--- config.mk ---
export PLATFORM = sky130hd
export DESIGN_NAME = anabellek_denetleyici
export DESIGN_NICKNAME = d
export VERILOG_FILES = /design/src/rtl/anabellek_pkg.sv /design/src/rtl/istek_kuyrugu.sv /design/src/rtl/istek_hakemi.sv /design/src/rtl/obek_aktarici.sv /design/src/rtl/yanit_dagitici.sv /design/src/rtl/anabellek_denetleyici.sv
export VERILOG_INCLUDE_DIRS = /design/src /design/src/rtl
export SDC_FILE = /design/constraint.sdc
export NUM_CORES = 1
export LEC_CHECK = 0
export ABC_CLOCK_PERIOD_IN_PS = 15000
export BUFFER_PORTS_ARGS = -buffer_cell sky130_fd_sc_hd__buf_2
export CORE_AREA = 2 2 310 312
export DETAILED_ROUTE_END_ITERATION = 8
export DIE_AREA = 0 0 312 314
export PLACE_DENSITY = 0.59
export SYNTH_ARGS = -nofsm -noshare
export SYNTH_HDL_FRONTEND = slang
export SYNTH_SLANG_ARGS = --single-unit
--- constraint.sdc ---
create_clock -name clk_i -period 15 [get_ports clk_i]
set_input_delay 2.25 -clock clk_i [delete_from_list [all_inputs] [get_ports clk_i]]
set_output_delay 2.25 -clock clk_i [all_outputs]
set_load 0.01 [all_outputs]
--- src/rtl/anabellek_consts.svh ---
`ifndef ANABELLEK_CONSTS_SVH
`define ANABELLEK_CONSTS_SVH

// iomem bus word width
`define ANABELLEK_KELIME_W 32

// One cache block of 16 bytes
`define ANABELLEK_OBEK_W 128

`define ANABELLEK_VURUS_SAYISI 4    // Beats per block

// Entries in each request queue
`define ANABELLEK_KUYRUK_DERINLIK 2

`endif

--- src/rtl/anabellek_pkg.sv ---
`include "anabellek_consts.svh"

package anabellek_pkg;

    // Which cache side the request comes from
    typedef enum logic {
        KAYNAK_GETIR  = 1'b0,
        KAYNAK_BELLEK = 1'b1
    } kaynak_e;

    // Instruction side reads only
    typedef struct packed {
        logic [`ANABELLEK_KELIME_W-1:0] adres;  // Block base address
    } getir_istek_t;

    typedef struct packed {
        logic [`ANABELLEK_KELIME_W-1:0] adres;
        logic                           yaz;    // 1 write, 0 read
        logic [`ANABELLEK_OBEK_W-1:0]   obek;   // Block to write
    } bellek_istek_t;

    // Request after arbitration, tagged with its side
    typedef struct packed {
        kaynak_e                        kaynak;
        logic [`ANABELLEK_KELIME_W-1:0] adres;
        logic                           yaz;
        logic [`ANABELLEK_OBEK_W-1:0]   obek;
    } obek_istek_t;

    typedef struct packed {
        kaynak_e                      kaynak;
        logic                         yaz;
        logic [`ANABELLEK_OBEK_W-1:0] obek;   // Read block
    } obek_yanit_t;

endpackage

--- src/rtl/istek_kuyrugu.sv ---
`timescale 1ns/1ps
`include "anabellek_consts.svh"

module istek_kuyrugu #(
    parameter type yuk_t = logic
) (
    input  logic clk_i,
    input  logic rst_n_i,
    input  logic giris_valid_i,
    output logic giris_ready_o,
    input  yuk_t giris_i,
    output logic cikis_valid_o,
    input  logic cikis_ready_i,
    output yuk_t cikis_o
);
    localparam int DERINLIK = `ANABELLEK_KUYRUK_DERINLIK;
    localparam int PTR_W    = (DERINLIK > 1) ? $clog2(DERINLIK) : 1;
    localparam int SAYAC_W  = $clog2(DERINLIK + 1);

    yuk_t               kayit_q [DERINLIK];
    logic [PTR_W-1:0]   yaz_ptr_q;
    logic [PTR_W-1:0]   oku_ptr_q;
    logic [SAYAC_W-1:0] sayac_q;   // Number of full entries
    logic               yaz;
    logic               oku;

    assign giris_ready_o = (sayac_q != SAYAC_W'(DERINLIK));  // Low only when full
    assign cikis_valid_o = (sayac_q != '0);
    assign cikis_o       = kayit_q[oku_ptr_q];
    assign yaz           = giris_valid_i && giris_ready_o;
    assign oku           = cikis_valid_o && cikis_ready_i;

    always_ff @(posedge clk_i) begin
        if (yaz) begin
            kayit_q[yaz_ptr_q] <= giris_i;
        end
    end

    always_ff @(posedge clk_i or negedge rst_n_i) begin
        if (!rst_n_i) begin
            yaz_ptr_q <= '0;
            oku_ptr_q <= '0;
            sayac_q   <= '0;
        end else begin
            if (yaz) begin
                yaz_ptr_q <= (yaz_ptr_q == PTR_W'(DERINLIK - 1)) ? '0 : yaz_ptr_q + 1'b1;
            end
            if (oku) begin
                oku_ptr_q <= (oku_ptr_q == PTR_W'(DERINLIK - 1)) ? '0 : oku_ptr_q + 1'b1;
            end
            case ({yaz, oku})
                2'b10:   sayac_q <= sayac_q + 1'b1;
                2'b01:   sayac_q <= sayac_q - 1'b1;
                default: sayac_q <= sayac_q;   // Both or neither
            endcase
        end
    end

    // While full and not drained, no write reaches the head entry
    a_dolu_yazma_yok : assert property (@(posedge clk_i) disable iff (!rst_n_i)
        (sayac_q == SAYAC_W'(DERINLIK)) && !oku
        |=> (sayac_q == SAYAC_W'(DERINLIK)) && $stable(cikis_o));

endmodule

--- src/rtl/istek_hakemi.sv ---
`timescale 1ns/1ps
`include "anabellek_consts.svh"

module istek_hakemi import anabellek_pkg::*; (
    input  logic          clk_i,
    input  logic          rst_n_i,
    input  logic          getir_valid_i,
    output logic          getir_ready_o,
    input  getir_istek_t  getir_i,
    input  logic          bellek_valid_i,
    output logic          bellek_ready_o,
    input  bellek_istek_t bellek_i,
    output logic          istek_valid_o,
    input  logic          istek_ready_i,
    output obek_istek_t   istek_o
);
    localparam int ADRES_W  = `ANABELLEK_KELIME_W;
    localparam int HIZALA_W = $clog2(`ANABELLEK_OBEK_W / 8);  // Byte offset within block

    kaynak_e son_q;     // Side served last
    kaynak_e secim;
    logic    aktarim;

    // With both sides waiting, the one not served last goes
    always_comb begin
        if (getir_valid_i && bellek_valid_i) begin
            secim = (son_q == KAYNAK_GETIR) ? KAYNAK_BELLEK : KAYNAK_GETIR;
        end else if (bellek_valid_i) begin
            secim = KAYNAK_BELLEK;
        end else begin
            secim = KAYNAK_GETIR;
        end
    end

    assign istek_valid_o  = getir_valid_i || bellek_valid_i;
    assign getir_ready_o  = istek_ready_i && (secim == KAYNAK_GETIR);
    assign bellek_ready_o = istek_ready_i && (secim == KAYNAK_BELLEK);
    assign aktarim        = istek_valid_o && istek_ready_i;

    always_comb begin
        istek_o.kaynak = secim;
        if (secim == KAYNAK_BELLEK) begin
            istek_o.adres = {bellek_i.adres[ADRES_W-1:HIZALA_W], {HIZALA_W{1'b0}}};
            istek_o.yaz   = bellek_i.yaz;
            istek_o.obek  = bellek_i.obek;
        end else begin
            istek_o.adres = {getir_i.adres[ADRES_W-1:HIZALA_W], {HIZALA_W{1'b0}}};
            istek_o.yaz   = 1'b0;   // Instruction side only reads
            istek_o.obek  = '0;
        end
    end

    always_ff @(posedge clk_i or negedge rst_n_i) begin
        if (!rst_n_i) begin
            son_q <= KAYNAK_BELLEK;   // Fetch side wins the first tie
        end else if (aktarim) begin
            son_q <= secim;
        end
    end

    a_tek_izin : assert property (@(posedge clk_i) disable iff (!rst_n_i)
        !(getir_valid_i && getir_ready_o && bellek_valid_i && bellek_ready_o));

endmodule

--- src/rtl/obek_aktarici.sv ---
`timescale 1ns/1ps
`include "anabellek_consts.svh"

module obek_aktarici import anabellek_pkg::*; (
    input  logic                             clk_i,
    input  logic                             rst_n_i,
    input  logic                             istek_valid_i,
    output logic                             istek_ready_o,
    input  obek_istek_t                      istek_i,
    output logic                             yanit_valid_o,
    input  logic                             yanit_ready_i,
    output obek_yanit_t                      yanit_o,
    output logic                             iomem_valid_o,
    input  logic                             iomem_ready_i,
    output logic [`ANABELLEK_KELIME_W-1:0]   iomem_addr_o,
    output logic [`ANABELLEK_KELIME_W-1:0]   iomem_wdata_o,
    output logic [`ANABELLEK_KELIME_W/8-1:0] iomem_wstrb_o,
    input  logic [`ANABELLEK_KELIME_W-1:0]   iomem_rdata_i
);
    localparam int KELIME_W = `ANABELLEK_KELIME_W;
    localparam int OBEK_W   = `ANABELLEK_OBEK_W;
    localparam int VURUS_N  = `ANABELLEK_VURUS_SAYISI;
    localparam int VURUS_W  = $clog2(VURUS_N);
    localparam int BAYT_W   = $clog2(KELIME_W / 8);

    typedef enum logic [1:0] {
        BOSTA,
        VURUS,
        YANIT
    } durum_e;

    durum_e             durum_q;
    logic [VURUS_W-1:0] vurus_q;    // Current beat index
    obek_istek_t        istek_q;
    logic [OBEK_W-1:0]  okunan_q;   // Block being rebuilt on a read
    logic               vurus_bitti;
    logic               son_vurus;

    assign istek_ready_o = (durum_q == BOSTA);
    assign yanit_valid_o = (durum_q == YANIT);
    assign iomem_valid_o = (durum_q == VURUS);

    // Beat k goes to base + 4k
    assign iomem_addr_o  = istek_q.adres + KELIME_W'({vurus_q, {BAYT_W{1'b0}}});
    assign iomem_wdata_o = istek_q.obek[vurus_q*KELIME_W +: KELIME_W];
    assign iomem_wstrb_o = {(KELIME_W/8){istek_q.yaz && iomem_valid_o}};

    assign vurus_bitti = iomem_valid_o && iomem_ready_i;
    assign son_vurus   = (vurus_q == VURUS_W'(VURUS_N - 1));

    assign yanit_o.kaynak = istek_q.kaynak;
    assign yanit_o.yaz    = istek_q.yaz;
    assign yanit_o.obek   = okunan_q;

    always_ff @(posedge clk_i or negedge rst_n_i) begin
        if (!rst_n_i) begin
            durum_q <= BOSTA;
            vurus_q <= '0;
        end else begin
            case (durum_q)
                BOSTA: begin
                    if (istek_valid_i) begin
                        durum_q <= VURUS;
                        vurus_q <= '0;
                    end
                end
                VURUS: begin
                    if (vurus_bitti) begin
                        vurus_q <= vurus_q + 1'b1;
                        if (son_vurus) begin
                            durum_q <= YANIT;   // Response valid on the next cycle
                        end
                    end
                end
                YANIT: begin
                    if (yanit_ready_i) begin
                        durum_q <= BOSTA;
                    end
                end
                default: durum_q <= BOSTA;
            endcase
        end
    end

    always_ff @(posedge clk_i) begin
        if (istek_valid_i && istek_ready_o) begin
            istek_q <= istek_i;
        end
        if (vurus_bitti && !istek_q.yaz) begin
            okunan_q[vurus_q*KELIME_W +: KELIME_W] <= iomem_rdata_i;
        end
    end

    // A beat on hold keeps its address and data
    a_vurus_kararli : assert property (@(posedge clk_i) disable iff (!rst_n_i)
        iomem_valid_o && !iomem_ready_i
        |=> iomem_valid_o && $stable(iomem_addr_o) && $stable(iomem_wdata_o));

endmodule

--- src/rtl/yanit_dagitici.sv ---
`timescale 1ns/1ps
`include "anabellek_consts.svh"

module yanit_dagitici import anabellek_pkg::*; (
    input  logic                         clk_i,
    input  logic                         rst_n_i,
    input  logic                         yanit_valid_i,
    output logic                         yanit_ready_o,
    input  obek_yanit_t                  yanit_i,
    output logic                         getir_yanit_valid_o,
    input  logic                         getir_yanit_ready_i,
    output logic [`ANABELLEK_OBEK_W-1:0] getir_yanit_o,
    output logic                         bellek_yanit_valid_o,
    input  logic                         bellek_yanit_ready_i,
    output logic [`ANABELLEK_OBEK_W-1:0] bellek_yanit_o
);
    logic        dolu_q;    // Register holds a response
    obek_yanit_t yanit_q;
    logic        teslim;

    assign yanit_ready_o = !dolu_q;

    assign getir_yanit_valid_o  = dolu_q && (yanit_q.kaynak == KAYNAK_GETIR);
    assign bellek_yanit_valid_o = dolu_q && (yanit_q.kaynak == KAYNAK_BELLEK);
    assign getir_yanit_o        = yanit_q.obek;
    assign bellek_yanit_o       = yanit_q.yaz ? '0 : yanit_q.obek;  // No data after a write

    assign teslim = (getir_yanit_valid_o && getir_yanit_ready_i)
                 || (bellek_yanit_valid_o && bellek_yanit_ready_i);

    always_ff @(posedge clk_i or negedge rst_n_i) begin
        if (!rst_n_i) begin
            dolu_q <= 1'b0;
        end else if (yanit_valid_i && yanit_ready_o) begin
            dolu_q <= 1'b1;
        end else if (teslim) begin
            dolu_q <= 1'b0;
        end
    end

    always_ff @(posedge clk_i) begin
        if (yanit_valid_i && yanit_ready_o) begin
            yanit_q <= yanit_i;
        end
    end

    a_tek_taraf : assert property (@(posedge clk_i) disable iff (!rst_n_i)
        !(getir_yanit_valid_o && bellek_yanit_valid_o));

endmodule

--- src/rtl/anabellek_denetleyici.sv ---
`timescale 1ns/1ps
`include "anabellek_consts.svh"

module anabellek_denetleyici import anabellek_pkg::*; (
    input  logic                             clk_i,
    input  logic                             rst_n_i,
    input  logic                             getir_istek_valid_i,
    output logic                             getir_istek_ready_o,
    input  getir_istek_t                     getir_istek_i,
    input  logic                             bellek_istek_valid_i,
    output logic                             bellek_istek_ready_o,
    input  bellek_istek_t                    bellek_istek_i,
    output logic                             getir_yanit_valid_o,
    input  logic                             getir_yanit_ready_i,
    output logic [`ANABELLEK_OBEK_W-1:0]     getir_yanit_o,
    output logic                             bellek_yanit_valid_o,
    input  logic                             bellek_yanit_ready_i,
    output logic [`ANABELLEK_OBEK_W-1:0]     bellek_yanit_o,
    output logic                             iomem_valid_o,
    input  logic                             iomem_ready_i,
    output logic [`ANABELLEK_KELIME_W-1:0]   iomem_addr_o,
    output logic [`ANABELLEK_KELIME_W-1:0]   iomem_wdata_o,
    output logic [`ANABELLEK_KELIME_W/8-1:0] iomem_wstrb_o,
    input  logic [`ANABELLEK_KELIME_W-1:0]   iomem_rdata_i
);
    // Queues to arbiter
    logic          getir_valid;
    logic          getir_ready;
    getir_istek_t  getir_istek;
    logic          bellek_valid;
    logic          bellek_ready;
    bellek_istek_t bellek_istek;

    // Arbiter to sequencer
    logic        istek_valid;
    logic        istek_ready;
    obek_istek_t istek;

    // Sequencer to router
    logic        yanit_valid;
    logic        yanit_ready;
    obek_yanit_t yanit;

    istek_kuyrugu #(.yuk_t(getir_istek_t)) getir_kuyruk (
        .clk_i(clk_i), .rst_n_i(rst_n_i),
        .giris_valid_i(getir_istek_valid_i), .giris_ready_o(getir_istek_ready_o),
        .giris_i(getir_istek_i),
        .cikis_valid_o(getir_valid), .cikis_ready_i(getir_ready), .cikis_o(getir_istek)
    );

    istek_kuyrugu #(.yuk_t(bellek_istek_t)) bellek_kuyruk (
        .clk_i(clk_i), .rst_n_i(rst_n_i),
        .giris_valid_i(bellek_istek_valid_i), .giris_ready_o(bellek_istek_ready_o),
        .giris_i(bellek_istek_i),
        .cikis_valid_o(bellek_valid), .cikis_ready_i(bellek_ready), .cikis_o(bellek_istek)
    );

    istek_hakemi hakem (
        .clk_i(clk_i), .rst_n_i(rst_n_i),
        .getir_valid_i(getir_valid), .getir_ready_o(getir_ready), .getir_i(getir_istek),
        .bellek_valid_i(bellek_valid), .bellek_ready_o(bellek_ready), .bellek_i(bellek_istek),
        .istek_valid_o(istek_valid), .istek_ready_i(istek_ready), .istek_o(istek)
    );

    obek_aktarici aktarici (
        .clk_i(clk_i), .rst_n_i(rst_n_i),
        .istek_valid_i(istek_valid), .istek_ready_o(istek_ready), .istek_i(istek),
        .yanit_valid_o(yanit_valid), .yanit_ready_i(yanit_ready), .yanit_o(yanit),
        .iomem_valid_o(iomem_valid_o), .iomem_ready_i(iomem_ready_i),
        .iomem_addr_o(iomem_addr_o), .iomem_wdata_o(iomem_wdata_o),
        .iomem_wstrb_o(iomem_wstrb_o), .iomem_rdata_i(iomem_rdata_i)
    );

    yanit_dagitici dagitici (
        .clk_i(clk_i), .rst_n_i(rst_n_i),
        .yanit_valid_i(yanit_valid), .yanit_ready_o(yanit_ready), .yanit_i(yanit),
        .getir_yanit_valid_o(getir_yanit_valid_o), .getir_yanit_ready_i(getir_yanit_ready_i),
        .getir_yanit_o(getir_yanit_o),
        .bellek_yanit_valid_o(bellek_yanit_valid_o), .bellek_yanit_ready_i(bellek_yanit_ready_i),
        .bellek_yanit_o(bellek_yanit_o)
    );

endmodule

# After elaboration in Yosys (flattened, before gate mapping)
# Memory sizes are Yosys's and may differ from the RTL's.
# Index checks and enable logic that the tools add are counted.
[totals]
output_inout_bits = 329
ram_bits = 386
n_memories = 2
register_bits = 434
[mem_list]
columns = ["name", "words", "width", "read_ports", "rd_clocked_by_memory_dff", "wr", "line_no", "source"]
rows = [
  ["bellek_kuyruk.kayit_q", 2, 161, 1, 0, 1, "istek_kuyrugu.sv:20", "yuk_t kayit_q [DERINLIK];"],
  ["getir_kuyruk.kayit_q", 2, 32, 1, 0, 1, "istek_kuyrugu.sv:20", ""],
]
[classes]
n_bitwise = 2
shift = 3
mux = 26
addsub = 11
reduce_logical = 29
eq_ne = 13
[ops]
columns = ["cell", "n"]
rows = [
  ["$mux 161", 1],
  ["$bwmux 128", 1],
  ["$mux 128", 1],
  ["$shift 32x34->128 const A", 1],
  ["$shiftx 128x8->32", 1],
  ["$shiftx 32x34->128", 1],
  ["$neg 7->34", 1],
  ["$add 32x4->32", 1],
  ["$logic_and 1x1->1", 16],
  ["$mux 1", 13],
  ["$mux 2", 6],
  ["$pmux 2 s2", 3],
  ["$reduce_bool 2->1", 6],
  ["$ne 2x2->1 const B", 5],
  ["$eq 2x2->1 const B", 4],
  ["$add 2x1->2 const B", 3],
  ["$eq 2x1->1 const B", 3],
  ["$pmux 2 s3", 1],
  ["$add 1x1->1 const B", 4],
  ["$reduce_and 4->1", 1],
  ["$sub 2x1->2 const B", 2],
  ["$reduce_and 3->1", 1],
  ["$logic_not 1->1", 2],
  ["$logic_not 2->1", 1],
  ["other kinds (3)", 5],
]

# Longest topological paths before layout
[depth]
word_depth = 8
mapped_depth = 8

# Cells and area by module
# From an unflattened synthesis, not the netlist that was laid out.
[hier_totals]
cells_unflattened = 1825
area_unflattened_um2 = 33115.5
[modules_own_cells]
columns = ["mod", "n_inst", "area_per_inst_um2", "cells_each"]
rows = [
  ["istek_kuyrugu (bellek_kuyruk)", 1, 12127.9, 518],
  ["obek_aktarici", 1, 11293.3, 596],
  ["yanit_dagitici", 1, 5829.3, 407],
  ["istek_kuyrugu (getir_kuyruk)", 1, 2522.4, 117],
  ["istek_hakemi", 1, 1342.5, 187],
]

# Worst setup path before layout
# OpenSTA, ideal clock, no wires.
[synth_timing]
path_kind = "reg2reg"
start = "register aktarici.durum_q[0]"
end = "register dagitici.yanit_q, in the netlist dagitici.getir_yanit_o[0], enable pin"
setup_time_ps = 807
setup_slack_ps = 4237
t_arrival_ps = 9955
path_buffers = 0
path_stages_with_launch = 2
cell_sequence = "dfrtp_1 > nor3b_1"
[synth_between]
elab_chain_len = 2
[synth_lines]
columns = ["item", "line_no", "source"]
rows = [
  ["start, declared", "obek_aktarici.sv:32", "durum_e durum_q;"],
  ["start signal, assigned", "obek_aktarici.sv:57", "durum_q <= BOSTA;"],
  ["start signal, assigned", "obek_aktarici.sv:63", "durum_q <= VURUS;"],
  ["start signal, assigned", "obek_aktarici.sv:71", "durum_q <= YANIT;"],
  ["$eq 2x2->1", "obek_aktarici.sv:40", "assign yanit_valid_o = (durum_q == YANIT);"],
  ["$logic_and 1x1->1", "yanit_dagitici.sv:42", "if (yanit_valid_i && yanit_ready_o) begin"],
  ["end signal, assigned", "yanit_dagitici.sv:43", "yanit_q <= yanit_i;"],
  ["end, declared", "yanit_dagitici.sv:18", "obek_yanit_t yanit_q;"],
]
# No other way between the ends.
# A chain may end at the register's enable or synchronous reset.

# Worst setup path in the final report
[layout_timing]
start = "register dagitici.yanit_q[128] (netlist bit)"
end = "output bellek_yanit_o[26]"
[layout_between]
elab_chain_len = 1
[layout_lines]
columns = ["item", "line_no", "source"]
rows = [
  ["$mux 128", "yanit_dagitici.sv:26", "assign bellek_yanit_o = yanit_q.yaz ? '0 : yanit_q.obek;"],
  ["end, declared", "anabellek_denetleyici.sv:18", "output logic [`ANABELLEK_OBEK_W-1:0] bellek_yanit_o,"],
]
# No other way between the ends.

==> results.json <==
{
  "status": "completed",
  "num_vias": 15200,
  "avgSynthCellArea_um2": 17.8,
  "root_buffer": "clkbuf_16",
  "min_path_type": "reg -> reg",
  "finalHoldViolations": 0,
  "via_per_inst": 4.35,
  "first_pass_iters": 5,
  "numPortBuffers": 550,
  "async_flop_share_pct": 1.75,
  "yosysUniqueCellTypes": 36,
  "fmax_ghz": 0.210,
  "drc": 0,
  "clock_path_buffers": 3,
  "synth_top_area_share_pct": 76.3,
  "final_nets": 2401,
  "synth-edff-count": 786,
  "criticalPathCategory": "reg -> out",
  "drt_iter0_drc": 848,
  "rrSetupSlack_ps": 11320,
  "dp_hpwl_um": 42600,
  "irDropWorstVdd_uv": 162,
  "clock-sinks": 800,
  "die_width_um": 312,
  "critPathRequiredTime_ps": 12750,
  "die_h_um": 314,
  "setup_viol": 0,
  "hold_ws_ps": 409,
  "crit_fanout": 67,
  "ant_nets": 0,
  "grt_pass1_vias": 15800,
  "rsz0062_at_grt": "no",
  "cts_setup_buffers": 0,
  "antenna_found_initial": 26,
  "wire_per_inst_um": 19.1,
  "finalSetupTns_ps": 0,
  "end_kind": "output pin",
  "grt_usage_pct": 13.4,
  "fin_crit_sh_pct": 31.8,
  "worst_slew_margin_rel_pct": 18.0,
  "grt_max_degree": 158,
  "hold-path-endpoint": "dagitici.getir_yanit_o[1]$_DFFE_PP_",
  "yosys_warnings": 0,
  "report.final.slew_viol_count": 0,
  "cap_violations": 0,
  "cts.clk_slew.worst_paths_ps": 70,
  "synth-seq-cells": 800,
  "h-tree-depth": 3,
  "min_from": "aktarici.okunan_q[1]$_DFFE_PP_",
  "clock_skew_ps": 25.0,
  "reg2regPathDepth": 4,
  "crit_path_start_kind": "flop",
  "cts_buffers": 85,
  "yosysSeqAreaShare_pct": 77.4,
  "finalWirelength_um": 66800,
  "cts_hold_buf": 0,
  "holdPathStages": 0,
  "rows": 113,
  "min_period_ps": 4770,
  "synthCells": 1735,
  "nFillCells": 8703,
  "area_growth_pct": 18.5,
  "drive_above_1_share_pct": 33.1,
  "grt_pass1_wl_um": 98200,
  "worstSkewPairLatency_ps": 660,
  "arrival_ps": 2520,
  "core_um2": 94400,
  "num_io_pins": 561,
  "syn_area_um2": 30900,
  "synthTopCellsByCount": "edfxtp_1, mux2i_1, buf_4",
  "worst_pin_slew_ps": 1230,
  "grt-ovfl-total": 0,
  "regToRegStartpoint": "aktarici.durum_q[0]$_DFFE_PN0P_",
  "timing.rr.end": "aktarici.istek_q[22]$_SDFFCE_PN0P_",
  "yosysTopAreaCell": "edfxtp_1",
  "synthTopCellsByArea": "edfxtp_1, mux2i_1, buf_4",
  "yosysMostFrequentCell": "edfxtp_1",
  "cts_resized": 0,
  "cts_tree": "built",
  "p_per_area_nw_per_um2": 190,
  "initial_core_util_pct": 32.8,
  "final_util_pct": 38.8,
  "routabilityCongestion": 0.853,
  "synthFlopType": "edfxtp_1",
  "p_leak_nw": 13.8,
  "dieArea_um2": 98000
}
-- worst max-delay path, stage by stage, from the launching register on --
cell and delay [ps]:
edfxtp_1 320, buf_4 500, buf_4 600, nor2b_1 220
buf_2 190
-- per-layer routing --
metal	GRT usage (%)	share of wire (%)	vias up
li1	-	-	7084
met1	15.5	39	7509
met2	22.9	50	476
met3	4.68	8.0	136
met4	4.77	2.4	32
met5	0	0.29	-
-- stage by stage --
| step | power (W) | area, um2 | instances | setup slack, ps |
|---|---|---|---|---|
| floorplan | 0.00453 | 30900 | 1736 | 4240 |
| detailed placement | 0.00505 | 34000 | 3339 | 9790 |
| global route | 0.00732 | 36700 | 3501 | 9980 |
| global placement | 0.00498 | 34000 | 3339 | 9870 |
| CTS | 0.00708 | 36700 | 3497 | 10050 |
| finish | 0.00695 | 36700 | 3502 | 10230 |
-- state kept, by name (all words and copies together), names as in the netlist, 2 cells and up --
| register | count |
|---|---|
| aktarici.vurus_q | 2 |
| dagitici.yanit_q | 2 |
| getir_kuyruk.sayac_q | 2 |
| bellek_kuyruk.kayit_q | 314 |
| aktarici.istek_q | 156 |
| aktarici.okunan_q | 128 |
| getir_kuyruk.kayit_q | 56 |
| bellek_kuyruk.sayac_q | 2 |
| aktarici.yanit_o | 2 |
| aktarici.durum_q | 2 |
| dagitici.getir_yanit_o | 128 |
-- logic make-up (layout without fill, tap and decap cells) --
logic type	Yosys count	in the layout	synth area share, %
and+or+nand+nor	420	420	7.38
buffers and inverters	241	737	5.10
xor gates and xnor gates	10	10	0.283
other	1	7	0.0121
muxes	245	245	9.22
adders and majority gates	8	8	0.324
DFF	800	800	77.4
AOI/OAI and AO/OA	10	10	0.259
-- layout make-up --
class | instances | area (um2) | share of cell area (%)
sequential | 800 | 24000 | 65.3
tap | 1265 | 1580 | 4.32
timing repair buffer | 571 | 2940 | 8.00
multi-input combinational | 695 | 5480 | 14.9
inverter | 8 | 30.0 | 0.0819
clock inverter | 47 | 445 | 1.21
antenna | 5 | 12.5 | 0.0341
clock buffer | 111 | 2220 | 6.07
-- how the worst max path moves through the flow --
stage / endpoint / start / slack [ps] / cells past startpoint
final: bellek_yanit_o[26] / dagitici.yanit_q[128]$_DFFE_PP_ / 10230 / 4
after global routing: bellek_yanit_o[26] / dagitici.yanit_q[128]$_DFFE_PP_ / 9980 / 4
after CTS: iomem_wdata_o[6] / aktarici.vurus_q[0]$_DFFE_PN0P_ / 10050 / 2
after detailed placement: bellek_kuyruk.kayit_q[1][107]$_DFFE_PP_ / bellek_istek_valid_i / 9790 / 4
after global placement: bellek_kuyruk.kayit_q[1][107]$_DFFE_PP_ / bellek_istek_valid_i / 9870 / 4
after floorplan: dagitici.getir_yanit_o[0]$_DFFE_PP_ / aktarici.durum_q[0]$_DFFE_PN0P_ / 4240 / 1
-- power by group --
| part | total [W] | internal [W] | switching [W] |
|---|---|---|---|
| clock network | 0.00201 | 0.00114 | 0.000867 |
| logic | 0.00160 | 0.000615 | 0.000984 |
| registers | 0.00334 | 0.00314 | 0.000206 |
-- cells in the final DEF (no fill, tap or decap), types with 2 or more instances in the layout --
cell and count:
dfrtp_4 2, dfrtp_1 9, o21ai_0 4, and2_1 129
buf_12 2, ha_1 8, clkinv_4 4, nand2b_1 2
clkbuf_16 85, bufinv_16 5, xnor2_1 7, nor3b_2 5
inv_1 7, buf_2 550, mux4_2 32, inv_16 2
nor2_1 133, nand2_1 7, nor2b_1 130, clkinvlp_4 3
clkinv_2 8, nor2_4 2, nor3_4 2, diode_2 5
xor2_1 3, buf_4 19, dfrtp_2 2, edfxtp_1 786
clkbuf_1 26, clkinv_1 18, nand3_1 3, inv_6 5
and3_1 2, mux2i_1 213, conb_1 2
(Power assumes the default switching activity.)
